<file path="src/hdl/i2c_seq_params.svh">
`ifndef I2C_SEQ_PARAMS_SVH
`define I2C_SEQ_PARAMS_SVH

// datapath sizes
`define I2C_WORD_W          32      // one command word = one i2c transaction
`define I2C_FIFO_DEPTH      16
`define I2C_FIFO_AW         4       // depth is 2**aw, pointers wrap on their own
`define I2C_QDLY_W          8       // quarter-bit delay register width

// values loaded by reset_cmd
`define I2C_QDLY_DEFAULT    8'd100  // quarter bit = 101 mclk cycles
`define I2C_BYTES_DEFAULT   2'd3    // address byte plus three data bytes

// control word layout, single bits or field lsb
`define CTL_FLUSH_BIT       14      // empty fifo, stop engine
`define CTL_RUN_SET_BIT     13      // apply run value below
`define CTL_RUN_VAL_BIT     12
`define CTL_BYTES_SET_BIT   11      // apply byte count field
`define CTL_BYTES_LSB       9       // 2-bit field
`define CTL_QDLY_SET_BIT    8       // apply quarter delay field
`define CTL_QDLY_LSB        0       // 8-bit field

// data byte positions inside a command word
`define I2C_BYTES_W         2
`define I2C_SR_W            9       // data byte plus released ack bit

`endif

</file>
<file path="src/hdl/i2c_seq_pkg.sv">
package i2c_seq_pkg;

    // command port opcodes
    typedef enum logic [0:0] {
        OP_PUSH = 1'b0,     // queue cmd_data as an i2c write
        OP_CTRL = 1'b1      // cmd_data is a control word
    } cmd_op_t;

    // bit engine phases
    typedef enum logic [2:0] {
        PH_IDLE  = 3'd0,    // bus released, scl high
        PH_START = 3'd1,    // sda falls while scl high
        PH_DATA  = 3'd2,    // 8 data bits, msb first
        PH_ACKN  = 3'd3,    // slave ack slot, sda released
        PH_STOP  = 3'd4     // sda rises while scl high
    } phase_t;

    // ack is never sampled, the engine is write only

endpackage

</file>
<file path="src/hdl/cmd_port.sv">
`timescale 1ns/1ns
`include "i2c_seq_params.svh"

module cmd_port (
    input  logic                        mclk,
    input  logic                        reset_cmd,
    input  logic                        cmd_req,        // host request, held until ack
    input  i2c_seq_pkg::cmd_op_t        cmd_op,
    input  logic [`I2C_WORD_W-1:0]      cmd_data,
    input  logic                        full,           // fifo back-pressure
    output logic                        cmd_ack,
    output logic                        push,           // one cycle, with ack rise
    output logic [`I2C_WORD_W-1:0]      push_data,
    output logic                        flush,          // one cycle
    output logic                        stop_now,       // abort to the bit engine
    output logic                        run_en,
    output logic [`I2C_BYTES_W-1:0]     byte_count,
    output logic [`I2C_QDLY_W-1:0]      quarter_dly
);

    logic is_ctrl;      // current request carries a control word
    logic req_new;      // request seen, not yet acknowledged
    logic serve;        // request completes this cycle
    logic flush_cmd;    // control word asks for a flush

    assign is_ctrl   = (cmd_op == i2c_seq_pkg::OP_CTRL);
    assign req_new   = cmd_req && !cmd_ack;
    assign serve     = req_new && (is_ctrl || !full);  // pushes wait for a free slot
    assign flush_cmd = serve && is_ctrl && cmd_data[`CTL_FLUSH_BIT];

    // four-phase responder and control registers
    always_ff @(posedge mclk) begin
        if (reset_cmd) begin
            cmd_ack     <= 1'b0;
            push        <= 1'b0;
            flush       <= 1'b0;
            stop_now    <= 1'b0;
            run_en      <= 1'b0;
            byte_count  <= `I2C_BYTES_DEFAULT;
            quarter_dly <= `I2C_QDLY_DEFAULT;
        end else begin
            push     <= serve && !is_ctrl;
            flush    <= flush_cmd;
            stop_now <= flush_cmd;              // also kills a running transaction

            if (serve)
                cmd_ack <= 1'b1;
            else if (!cmd_req)
                cmd_ack <= 1'b0;                // host dropped req, close handshake

            // fields visible in the same cycle as the ack
            if (serve && is_ctrl) begin
                if (cmd_data[`CTL_FLUSH_BIT])
                    run_en <= 1'b0;             // flush wins over run
                else if (cmd_data[`CTL_RUN_SET_BIT])
                    run_en <= cmd_data[`CTL_RUN_VAL_BIT];
                if (cmd_data[`CTL_BYTES_SET_BIT])
                    byte_count <= cmd_data[`CTL_BYTES_LSB +: `I2C_BYTES_W];
                if (cmd_data[`CTL_QDLY_SET_BIT])
                    quarter_dly <= cmd_data[`CTL_QDLY_LSB +: `I2C_QDLY_W];
            end
        end
    end

    // word travels to the fifo together with push
    always_ff @(posedge mclk) begin
        if (serve)
            push_data <= cmd_data;
    end

    // ack only answers a request that was already up
    a_ack_after_req: assert property (
        @(posedge mclk) disable iff (reset_cmd)
        $rose(cmd_ack) |-> $past(cmd_req)
    );

    // fifo never overrun by this port
    a_no_push_full: assert property (
        @(posedge mclk) disable iff (reset_cmd)
        push |-> !full
    );

endmodule

</file>
<file path="src/hdl/cmd_fifo.sv">
`timescale 1ns/1ns
`include "i2c_seq_params.svh"

module cmd_fifo (
    input  logic                        mclk,
    input  logic                        reset_cmd,
    input  logic                        push,
    input  logic [`I2C_WORD_W-1:0]      push_data,
    input  logic                        pop,            // from bit engine, one cycle
    input  logic                        flush,          // drop everything queued
    output logic [`I2C_WORD_W-1:0]      head_data,
    output logic                        empty,
    output logic                        full
);

    logic [`I2C_WORD_W-1:0]  mem [0:`I2C_FIFO_DEPTH-1];
    logic [`I2C_FIFO_AW-1:0] wr_ptr;
    logic [`I2C_FIFO_AW-1:0] rd_ptr;
    logic [`I2C_FIFO_AW:0]   count;     // one extra bit to tell full from empty
    logic                    do_push;
    logic                    do_pop;

    assign do_push = push && !full;
    assign do_pop  = pop && !empty;

    // pointers and occupancy
    always_ff @(posedge mclk) begin
        if (reset_cmd || flush) begin
            wr_ptr <= '0;
            rd_ptr <= '0;
            count  <= '0;                           // flush empties in one cycle
        end else begin
            if (do_push)
                wr_ptr <= wr_ptr + 1'b1;            // wraps at depth
            if (do_pop)
                rd_ptr <= rd_ptr + 1'b1;
            case ({do_push, do_pop})
                2'b10:   count <= count + 1'b1;
                2'b01:   count <= count - 1'b1;
                default: count <= count;            // both or neither
            endcase
        end
    end

    // word storage
    always_ff @(posedge mclk) begin
        if (do_push)
            mem[wr_ptr] <= push_data;
    end

    assign head_data = mem[rd_ptr];                 // valid one cycle after push
    assign empty     = (count == '0);
    assign full      = (count == (`I2C_FIFO_AW+1)'(`I2C_FIFO_DEPTH));

    // engine must only take words that exist
    a_no_pop_empty: assert property (
        @(posedge mclk) disable iff (reset_cmd)
        pop |-> !empty
    );

endmodule

</file>
<file path="src/hdl/i2c_bit_engine.sv">
`timescale 1ns/1ns
`include "i2c_seq_params.svh"

module i2c_bit_engine (
    input  logic                        mclk,
    input  logic                        reset_cmd,
    input  logic                        run_en,
    input  logic [`I2C_BYTES_W-1:0]     byte_count,     // bytes after the address
    input  logic [`I2C_QDLY_W-1:0]      quarter_dly,    // quarter bit = quarter_dly+1 cycles
    input  logic                        stop_now,       // abort current transaction
    input  logic                        empty,
    input  logic [`I2C_WORD_W-1:0]      head_data,
    output logic                        pop,
    output logic                        busy_tx,
    output logic                        scl,
    output logic                        sda_out,
    output logic                        sda_en
);

    i2c_seq_pkg::phase_t             phase;
    logic [`I2C_QDLY_W-1:0]          dly_cnt;       // quarter-bit down counter
    logic [1:0]                      qcnt;          // quarter within a bit
    logic [2:0]                      bit_idx;       // data bit within a byte
    logic [`I2C_BYTES_W-1:0]         bytes_left;    // bytes still to follow
    logic [`I2C_SR_W-1:0]            sr;            // msb drives sda
    logic [`I2C_WORD_W-9:0]          word_r;        // bytes not yet loaded into sr
    logic                            start_tx;
    logic                            tick;          // last cycle of a quarter
    logic                            bit_end;       // last cycle of a bit
    logic                            scl_c;
    logic                            sda_c;
    logic                            en_c;

    assign start_tx = (phase == i2c_seq_pkg::PH_IDLE) && run_en && !empty && !stop_now;
    assign pop      = start_tx;                     // head latched on the same edge
    assign tick     = (dly_cnt == '0);
    assign bit_end  = tick && (qcnt == 2'd3);
    assign busy_tx  = (phase != i2c_seq_pkg::PH_IDLE);

    // phase sequencer
    always_ff @(posedge mclk) begin
        if (reset_cmd || stop_now) begin
            phase      <= i2c_seq_pkg::PH_IDLE;
            dly_cnt    <= '0;
            qcnt       <= 2'd0;
            bit_idx    <= 3'd0;
            bytes_left <= '0;
        end else if (start_tx) begin
            phase      <= i2c_seq_pkg::PH_START;
            dly_cnt    <= quarter_dly;
            qcnt       <= 2'd0;
            bytes_left <= byte_count;               // sampled once per transaction
        end else if (busy_tx) begin
            if (tick) begin
                dly_cnt <= quarter_dly;
                qcnt    <= qcnt + 1'b1;             // wraps 3 -> 0 at bit end
            end else begin
                dly_cnt <= dly_cnt - 1'b1;
            end
            if (bit_end) begin
                case (phase)
                    i2c_seq_pkg::PH_START: begin
                        phase   <= i2c_seq_pkg::PH_DATA;
                        bit_idx <= 3'd0;
                    end
                    i2c_seq_pkg::PH_DATA: begin
                        if (bit_idx == 3'd7)
                            phase <= i2c_seq_pkg::PH_ACKN;
                        bit_idx <= bit_idx + 1'b1;
                    end
                    i2c_seq_pkg::PH_ACKN: begin
                        if (bytes_left != '0) begin
                            phase      <= i2c_seq_pkg::PH_DATA;  // next byte
                            bit_idx    <= 3'd0;
                            bytes_left <= bytes_left - 1'b1;
                        end else begin
                            phase <= i2c_seq_pkg::PH_STOP;
                        end
                    end
                    default: phase <= i2c_seq_pkg::PH_IDLE;      // end of stop
                endcase
            end
        end
    end

    // byte shifter
    always_ff @(posedge mclk) begin
        if (start_tx) begin
            sr     <= {head_data[`I2C_WORD_W-1 -: 8], 1'b1};     // slave address first
            word_r <= head_data[`I2C_WORD_W-9:0];
        end else if (bit_end && phase == i2c_seq_pkg::PH_DATA) begin
            sr <= {sr[`I2C_SR_W-2:0], 1'b1};                     // trailing 1 = ack release
        end else if (bit_end && phase == i2c_seq_pkg::PH_ACKN) begin
            sr     <= {word_r[`I2C_WORD_W-9 -: 8], 1'b1};
            word_r <= {word_r[`I2C_WORD_W-17:0], 8'h00};
        end
    end

    // line levels per quarter
    always_comb begin
        scl_c = 1'b1;
        sda_c = 1'b1;
        en_c  = 1'b0;
        case (phase)
            i2c_seq_pkg::PH_START: begin
                scl_c = (qcnt != 2'd3);             // high, high, high, low
                sda_c = (qcnt == 2'd0);             // falls in q1 under high scl
                en_c  = 1'b1;
            end
            i2c_seq_pkg::PH_DATA: begin
                scl_c = qcnt[1] ^ qcnt[0];          // high in q1 and q2
                sda_c = sr[`I2C_SR_W-1];            // steady for the whole bit
                en_c  = 1'b1;
            end
            i2c_seq_pkg::PH_ACKN: begin
                scl_c = qcnt[1] ^ qcnt[0];          // slave owns sda here
            end
            i2c_seq_pkg::PH_STOP: begin
                scl_c = (qcnt != 2'd0);
                sda_c = qcnt[1];                    // rises in q2 under high scl
                en_c  = 1'b1;
            end
            default: ;                              // idle, bus released
        endcase
    end

    // registered pins, same one-cycle lag on all three
    always_ff @(posedge mclk) begin
        if (reset_cmd) begin
            scl     <= 1'b1;
            sda_out <= 1'b1;
            sda_en  <= 1'b0;
        end else begin
            scl     <= scl_c;
            sda_out <= sda_c;
            sda_en  <= en_c;
        end
    end

    // ack slot leaves sda undriven once it reaches the pin
    a_ackn_released: assert property (
        @(posedge mclk) disable iff (reset_cmd)
        (phase == i2c_seq_pkg::PH_ACKN) |=> !sda_en
    );

    // every pop opens a transaction on the next cycle
    a_pop_starts: assert property (
        @(posedge mclk) disable iff (reset_cmd)
        pop |-> !empty ##1 (phase == i2c_seq_pkg::PH_START)
    );

endmodule

</file>
<file path="src/hdl/i2c_sequencer.sv">
`timescale 1ns/1ns
`include "i2c_seq_params.svh"

module i2c_sequencer (
    input  logic                        mclk,
    input  logic                        reset_cmd,
    input  logic                        cmd_req,
    input  i2c_seq_pkg::cmd_op_t        cmd_op,
    input  logic [`I2C_WORD_W-1:0]      cmd_data,
    output logic                        cmd_ack,
    output logic                        busy,
    output logic                        scl,
    output logic                        sda_out,
    output logic                        sda_en      // line low when high and sda_out is 0
);

    logic                        push;
    logic [`I2C_WORD_W-1:0]      push_data;
    logic                        flush;
    logic                        stop_now;
    logic                        full;
    logic                        empty;
    logic                        pop;
    logic [`I2C_WORD_W-1:0]      head_data;
    logic                        run_en;
    logic [`I2C_BYTES_W-1:0]     byte_count;
    logic [`I2C_QDLY_W-1:0]      quarter_dly;
    logic                        busy_tx;

    cmd_port u_cmd_port (
        .mclk(mclk), .reset_cmd(reset_cmd),
        .cmd_req(cmd_req), .cmd_op(cmd_op), .cmd_data(cmd_data), .full(full),
        .cmd_ack(cmd_ack), .push(push), .push_data(push_data),
        .flush(flush), .stop_now(stop_now),
        .run_en(run_en), .byte_count(byte_count), .quarter_dly(quarter_dly)
    );

    cmd_fifo u_cmd_fifo (
        .mclk(mclk), .reset_cmd(reset_cmd),
        .push(push), .push_data(push_data), .pop(pop), .flush(flush),
        .head_data(head_data), .empty(empty), .full(full)
    );

    i2c_bit_engine u_bit_engine (
        .mclk(mclk), .reset_cmd(reset_cmd),
        .run_en(run_en), .byte_count(byte_count), .quarter_dly(quarter_dly),
        .stop_now(stop_now), .empty(empty), .head_data(head_data),
        .pop(pop), .busy_tx(busy_tx),
        .scl(scl), .sda_out(sda_out), .sda_en(sda_en)
    );

    // running transaction, or words waiting to go out (also while stopped)
    assign busy = busy_tx || !empty;

endmodule

</file>
<file path="config.mk">
export PLATFORM = sky130hd
export DESIGN_NAME = i2c_sequencer
export DESIGN_NICKNAME = d
export VERILOG_FILES = /design/src/hdl/i2c_seq_pkg.sv /design/src/hdl/cmd_port.sv /design/src/hdl/cmd_fifo.sv /design/src/hdl/i2c_bit_engine.sv /design/src/hdl/i2c_sequencer.sv
export VERILOG_INCLUDE_DIRS = /design/src /design/src/hdl
export SDC_FILE = /design/constraint.sdc
export NUM_CORES = 1
export LEC_CHECK = 0
export ABC_AREA = 1
export BUFFER_PORTS_ARGS = -buffer_cell sky130_fd_sc_hd__buf_2
export CORE_MARGIN = 2
export CORE_UTILIZATION = 44
export CTS_CLUSTER_DIAMETER = 60
export DETAILED_ROUTE_END_ITERATION = 8
export PLACE_DENSITY = 0.64
export SYNTH_ARGS = -nofsm -noshare
export SYNTH_HDL_FRONTEND = slang
export SYNTH_HIERARCHICAL = 1
export SYNTH_SLANG_ARGS = --single-unit
</file>
<file path="constraint.sdc">
create_clock -name mclk -period 2.7 [get_ports mclk]
set_input_delay 0.54 -clock mclk [delete_from_list [all_inputs] [get_ports mclk]]
set_output_delay 0.54 -clock mclk [all_outputs]
set_load 0.02 [all_outputs]
</file>
==> results.toml <==
[die]
floorplan.die.width_um = 246
boundaryPins = 41
die-area_um2 = 60700
coreArea_um2 = 57900
placementRows = 88
initial_core_util_pct = 44.7
die_h_um = 246

[logic_synthesis]
synth_seq_cells = 628
syn-mean-instance-area_um2 = 13.3
yosysTopAreaCellShare_pct = 66.9
synth.net_count = 1989
synth-compound-area-share_pct = 10.7
largest_family_of_logic_cells_by_synthesized_area = "compound AO/OA/AOI/OAI gates"
synth_area_um2 = 25900
synth_edf_count = 576
synth_simple_gate_area_share_pct = 6.46
ys_seq_area_share_pct = 70.9
synth.yosys.warnings = 6
synth_area_leaders = "sky130_fd_sc_hd__edfxtp_1, sky130_fd_sc_hd__mux2i_1, sky130_fd_sc_hd__dfxtp_1"
synthesis.instances = 1939
synth_xor_area_share_pct = 0.203
synth_area_leader_cell = "sky130_fd_sc_hd__edfxtp_1"
synthMuxAreaShare_pct = 4.95
yosys.area_share.adder_pct = 0.677
ys.flop_type = "sky130_fd_sc_hd__edfxtp_1"
netlist-cell-type-count = 43
synth_async_sr_flop_share_pct = 0

[sta]
grt_setup_unrepaired = "no"
slew_viol_final = 0
totalNegativeSetupSlack_ps = 0
timing.hold.ws_ps = 111
worst_slew_margin_rel_pct = 56.1
worst-slew-pin-transition_ps = 658
period_share_pct = 93.6
setup_viol = 0
maxClockFrequency_ghz = 0.396
clock_skew_ps = 33.6
fin_crit_ps = 2530
finalHoldViolCount = 0

[pwr]
cell_internal_pwr_mw = 16.1
seq_power_share_pct = 53.3
clock_power_share_pct = 44.2
net-switching-power_mw = 4.23
share_of_power_burned_in_combinational_logic_pct = 2.4
sw_frac_of_total_pct = 20.8
pwr_density_cell_nw_per_um2 = 694
power.leakage_nw = 9.97
max-vdd-ir-drop_uv = 580

[final_layout]
flow.area_growth_from_synthesis_pct = 13.3
layout-drive-gt1-share_pct = 14.4
mostFrequentLayoutCell = "sky130_fd_sc_hd__edfxtp_1"
fillCellCount = 4925
number_of_nets_in_the_layout = 2057
commonest_cells_after_routing_fill_and_taps_aside = "sky130_fd_sc_hd__edfxtp_1, sky130_fd_sc_hd__nand2_1, sky130_fd_sc_hd__inv_1, sky130_fd_sc_hd__a21oi_1, sky130_fd_sc_hd__mux2i_1"
antenna_cells_inserted = 0

[cts]
cts_htree_levels = 3
tritoncts_buffer_count = 68
cts-root-buf = "sky130_fd_sc_hd__clkbuf_16"
clock_sink_count = 628
clk_latency_ps = 610
clkSlewWorstSetupHoldPaths_ps = 60
ctsLongestPathBuffers = 3
post_cts_hold_buffer_count = 0
tritoncts = "done"

[drt]
drt_iter0_markers = 1201
post-route-drc-count = 0
wirelength_um = 59100
postRouteAntennaNets = 0
vias = 15408
post_drt_via_cell_ratio = 5.45
wirelength_per_cell_um = 20.9
drt_first_pass_iters = 5

[global_routing]
grt-ovfl-total = 0
number_of_antenna_violations_at_the_first_check_in_global_routing = 2
first_global_vias = 15410
gr-usage-all-layers_pct = 19.7
grt_max_degree = 54
wire_length_of_the_first_global_routing_pass_um = 89800

[critical_path]
timing.critical_path.required_ps = 3190
setup.worst_path.start_class = "register"
critical_path.most_common_cell = "sky130_fd_sc_hd__nand2_1"
crit_chain = "nor2_1 > nand3_2 > inv_1 > nor2_1 > nand2_1 > nor2_4 > nand2_2 > inv_4 > ha_2 > xor2_1 > ha_1 > inv_1 > nand2_1 > nand2_1 > nand3_1 > nand3_1 > nand2_1 > inv_1"
slowest_delay_ps = 430
arrival_ps = 3020
critPathCaptureType = "register"
critical_path.max_fanout = 7
slowest_stage = "sky130_fd_sc_hd__dfxtp_1"
setup.worst_path.class = "reg2reg"

[job]
drv.max_cap_violation_count = 0

[placement]
numPortBuffers = 40
place.gp.congestion = 0.807
dp_hpwl_um = 33400

[hold_path]
hp-class = "in2reg"

[outcome]
run_status = "finished, final reports clean"
==> per-layer routing <==
metal	wire [um]	track usage [%]	vias up
met5	0	0	-
met3	3530	3.71	133
li1	-	-	7166
met1	25500	26.4	7672
met2	28100	31.9	437
met4	2020	7.34	0
==> power groups by stage <==
stage	clock network (mW)	logic, mW	registers, mW
after floorplan	0	0.333	11.0
after global placement	0	0.484	11.0
after detailed placement	0	0.494	11.1
after CTS	9.19	0.498	10.9
after global routing	9.54	0.554	10.9
final	9.00	0.494	10.9
==> repair_timing <==
item / CTS / global route
resized for setup: 0 / 1
setup buffers: 0 / 0
setup endpoints to repair: 0 / 1
==> registers in the layout, summed over array words and instances (netlist names), 3 cells and up, named ones only <==
signal,cells
u_cmd_fifo/mem,512
u_cmd_port/push_data,32
u_bit_engine/word_r,24
u_bit_engine/dly_cnt,8
u_bit_engine/sr,8
u_cmd_port/quarter_dly,8
u_cmd_fifo/count,5
u_cmd_fifo/rd_ptr,4
u_cmd_fifo/wr_ptr,4
u_bit_engine/bit_idx,3
u_bit_engine/phase,3
==> worst paths after layout <==
path	from	to	slack (ps)	depth (start not counted)
worst max-delay path	u_cmd_fifo/count[1]	u_cmd_fifo/count[4]	170	18
worst max register to register	u_cmd_fifo/count[1]	u_cmd_fifo/count[4]	170	18
worst min-delay path	cmd_data[19]	u_cmd_port/push_data[19]	110	1
worst min register to register	u_cmd_port/quarter_dly[2]	u_cmd_port/quarter_dly[2]	460	2
==> worst max-delay path, delay by kind of cell (launching register included) <==
kind / cells / cell delay (ps)
fa+ha+maj: 2 / 440
flops: 1 / 430
simple gates: 11 / 1060
buf+inv: 4 / 250
xor+xnor: 1 / 240
==> cell families (layout without fill, tap and decap cells) <==
logic type	Yosys count	after routing
flip-flops	628	628
AO/OA/AOI/OAI	466	466
AND/OR/NAND/NOR	382	382
buffers and inverters	315	437
multiplexers	128	128
adder cells (fa/ha/maj)	14	14
XOR/XNOR	6	6
==> cells in the mapped netlist, drive strengths merged (5+ instances only) <==
| library cell | number |
|---|---|
| xor2 | 5 |
| nor2 | 85 |
| nor3b | 7 |
| nand4 | 5 |
| inv | 178 |
| nor3 | 6 |
| edfxtp | 576 |
| ha | 14 |
| nand3 | 74 |
| a21oi | 147 |
| buf | 60 |
| clkbuf | 43 |
| nand2 | 202 |
| o21ai | 177 |
| mux2i | 128 |
| dfxtp | 52 |
| o211ai | 130 |
| clkinv | 34 |
==> cell type report <==
class	instances	area (um^2)	share of cell area, %
Clock inverter	45	380	1.30
Tap cell	765	957	3.27
Timing Repair Buffer	101	921	3.14
Clock buffer	79	1790	6.09
Multi-Input combinational cell	996	6070	20.7
Inverter	212	846	2.89
Sequential cell	628	18400	62.6
==> per-stage QoR <==
stage / instances / utilization, % / setup slack, ps / power [mW] / instance area, um^2
2_1_floorplan: 1939 / - / 85.7 / 11.3 / 25900
3_3_place_gp: 2702 / 46.9 / 342 / 11.5 / 27100
3_5_place_dp: 2702 / 46.9 / 182 / 11.6 / 27100
4_1_cts: 2826 / 50.6 / 167 / 20.5 / 29300
5_1_grt: 2826 / 50.6 / 7.35 / 21.0 / 29300
6_report: 2826 / 50.6 / 173 / 20.3 / 29300
Power figures use the tool's default switching activity.
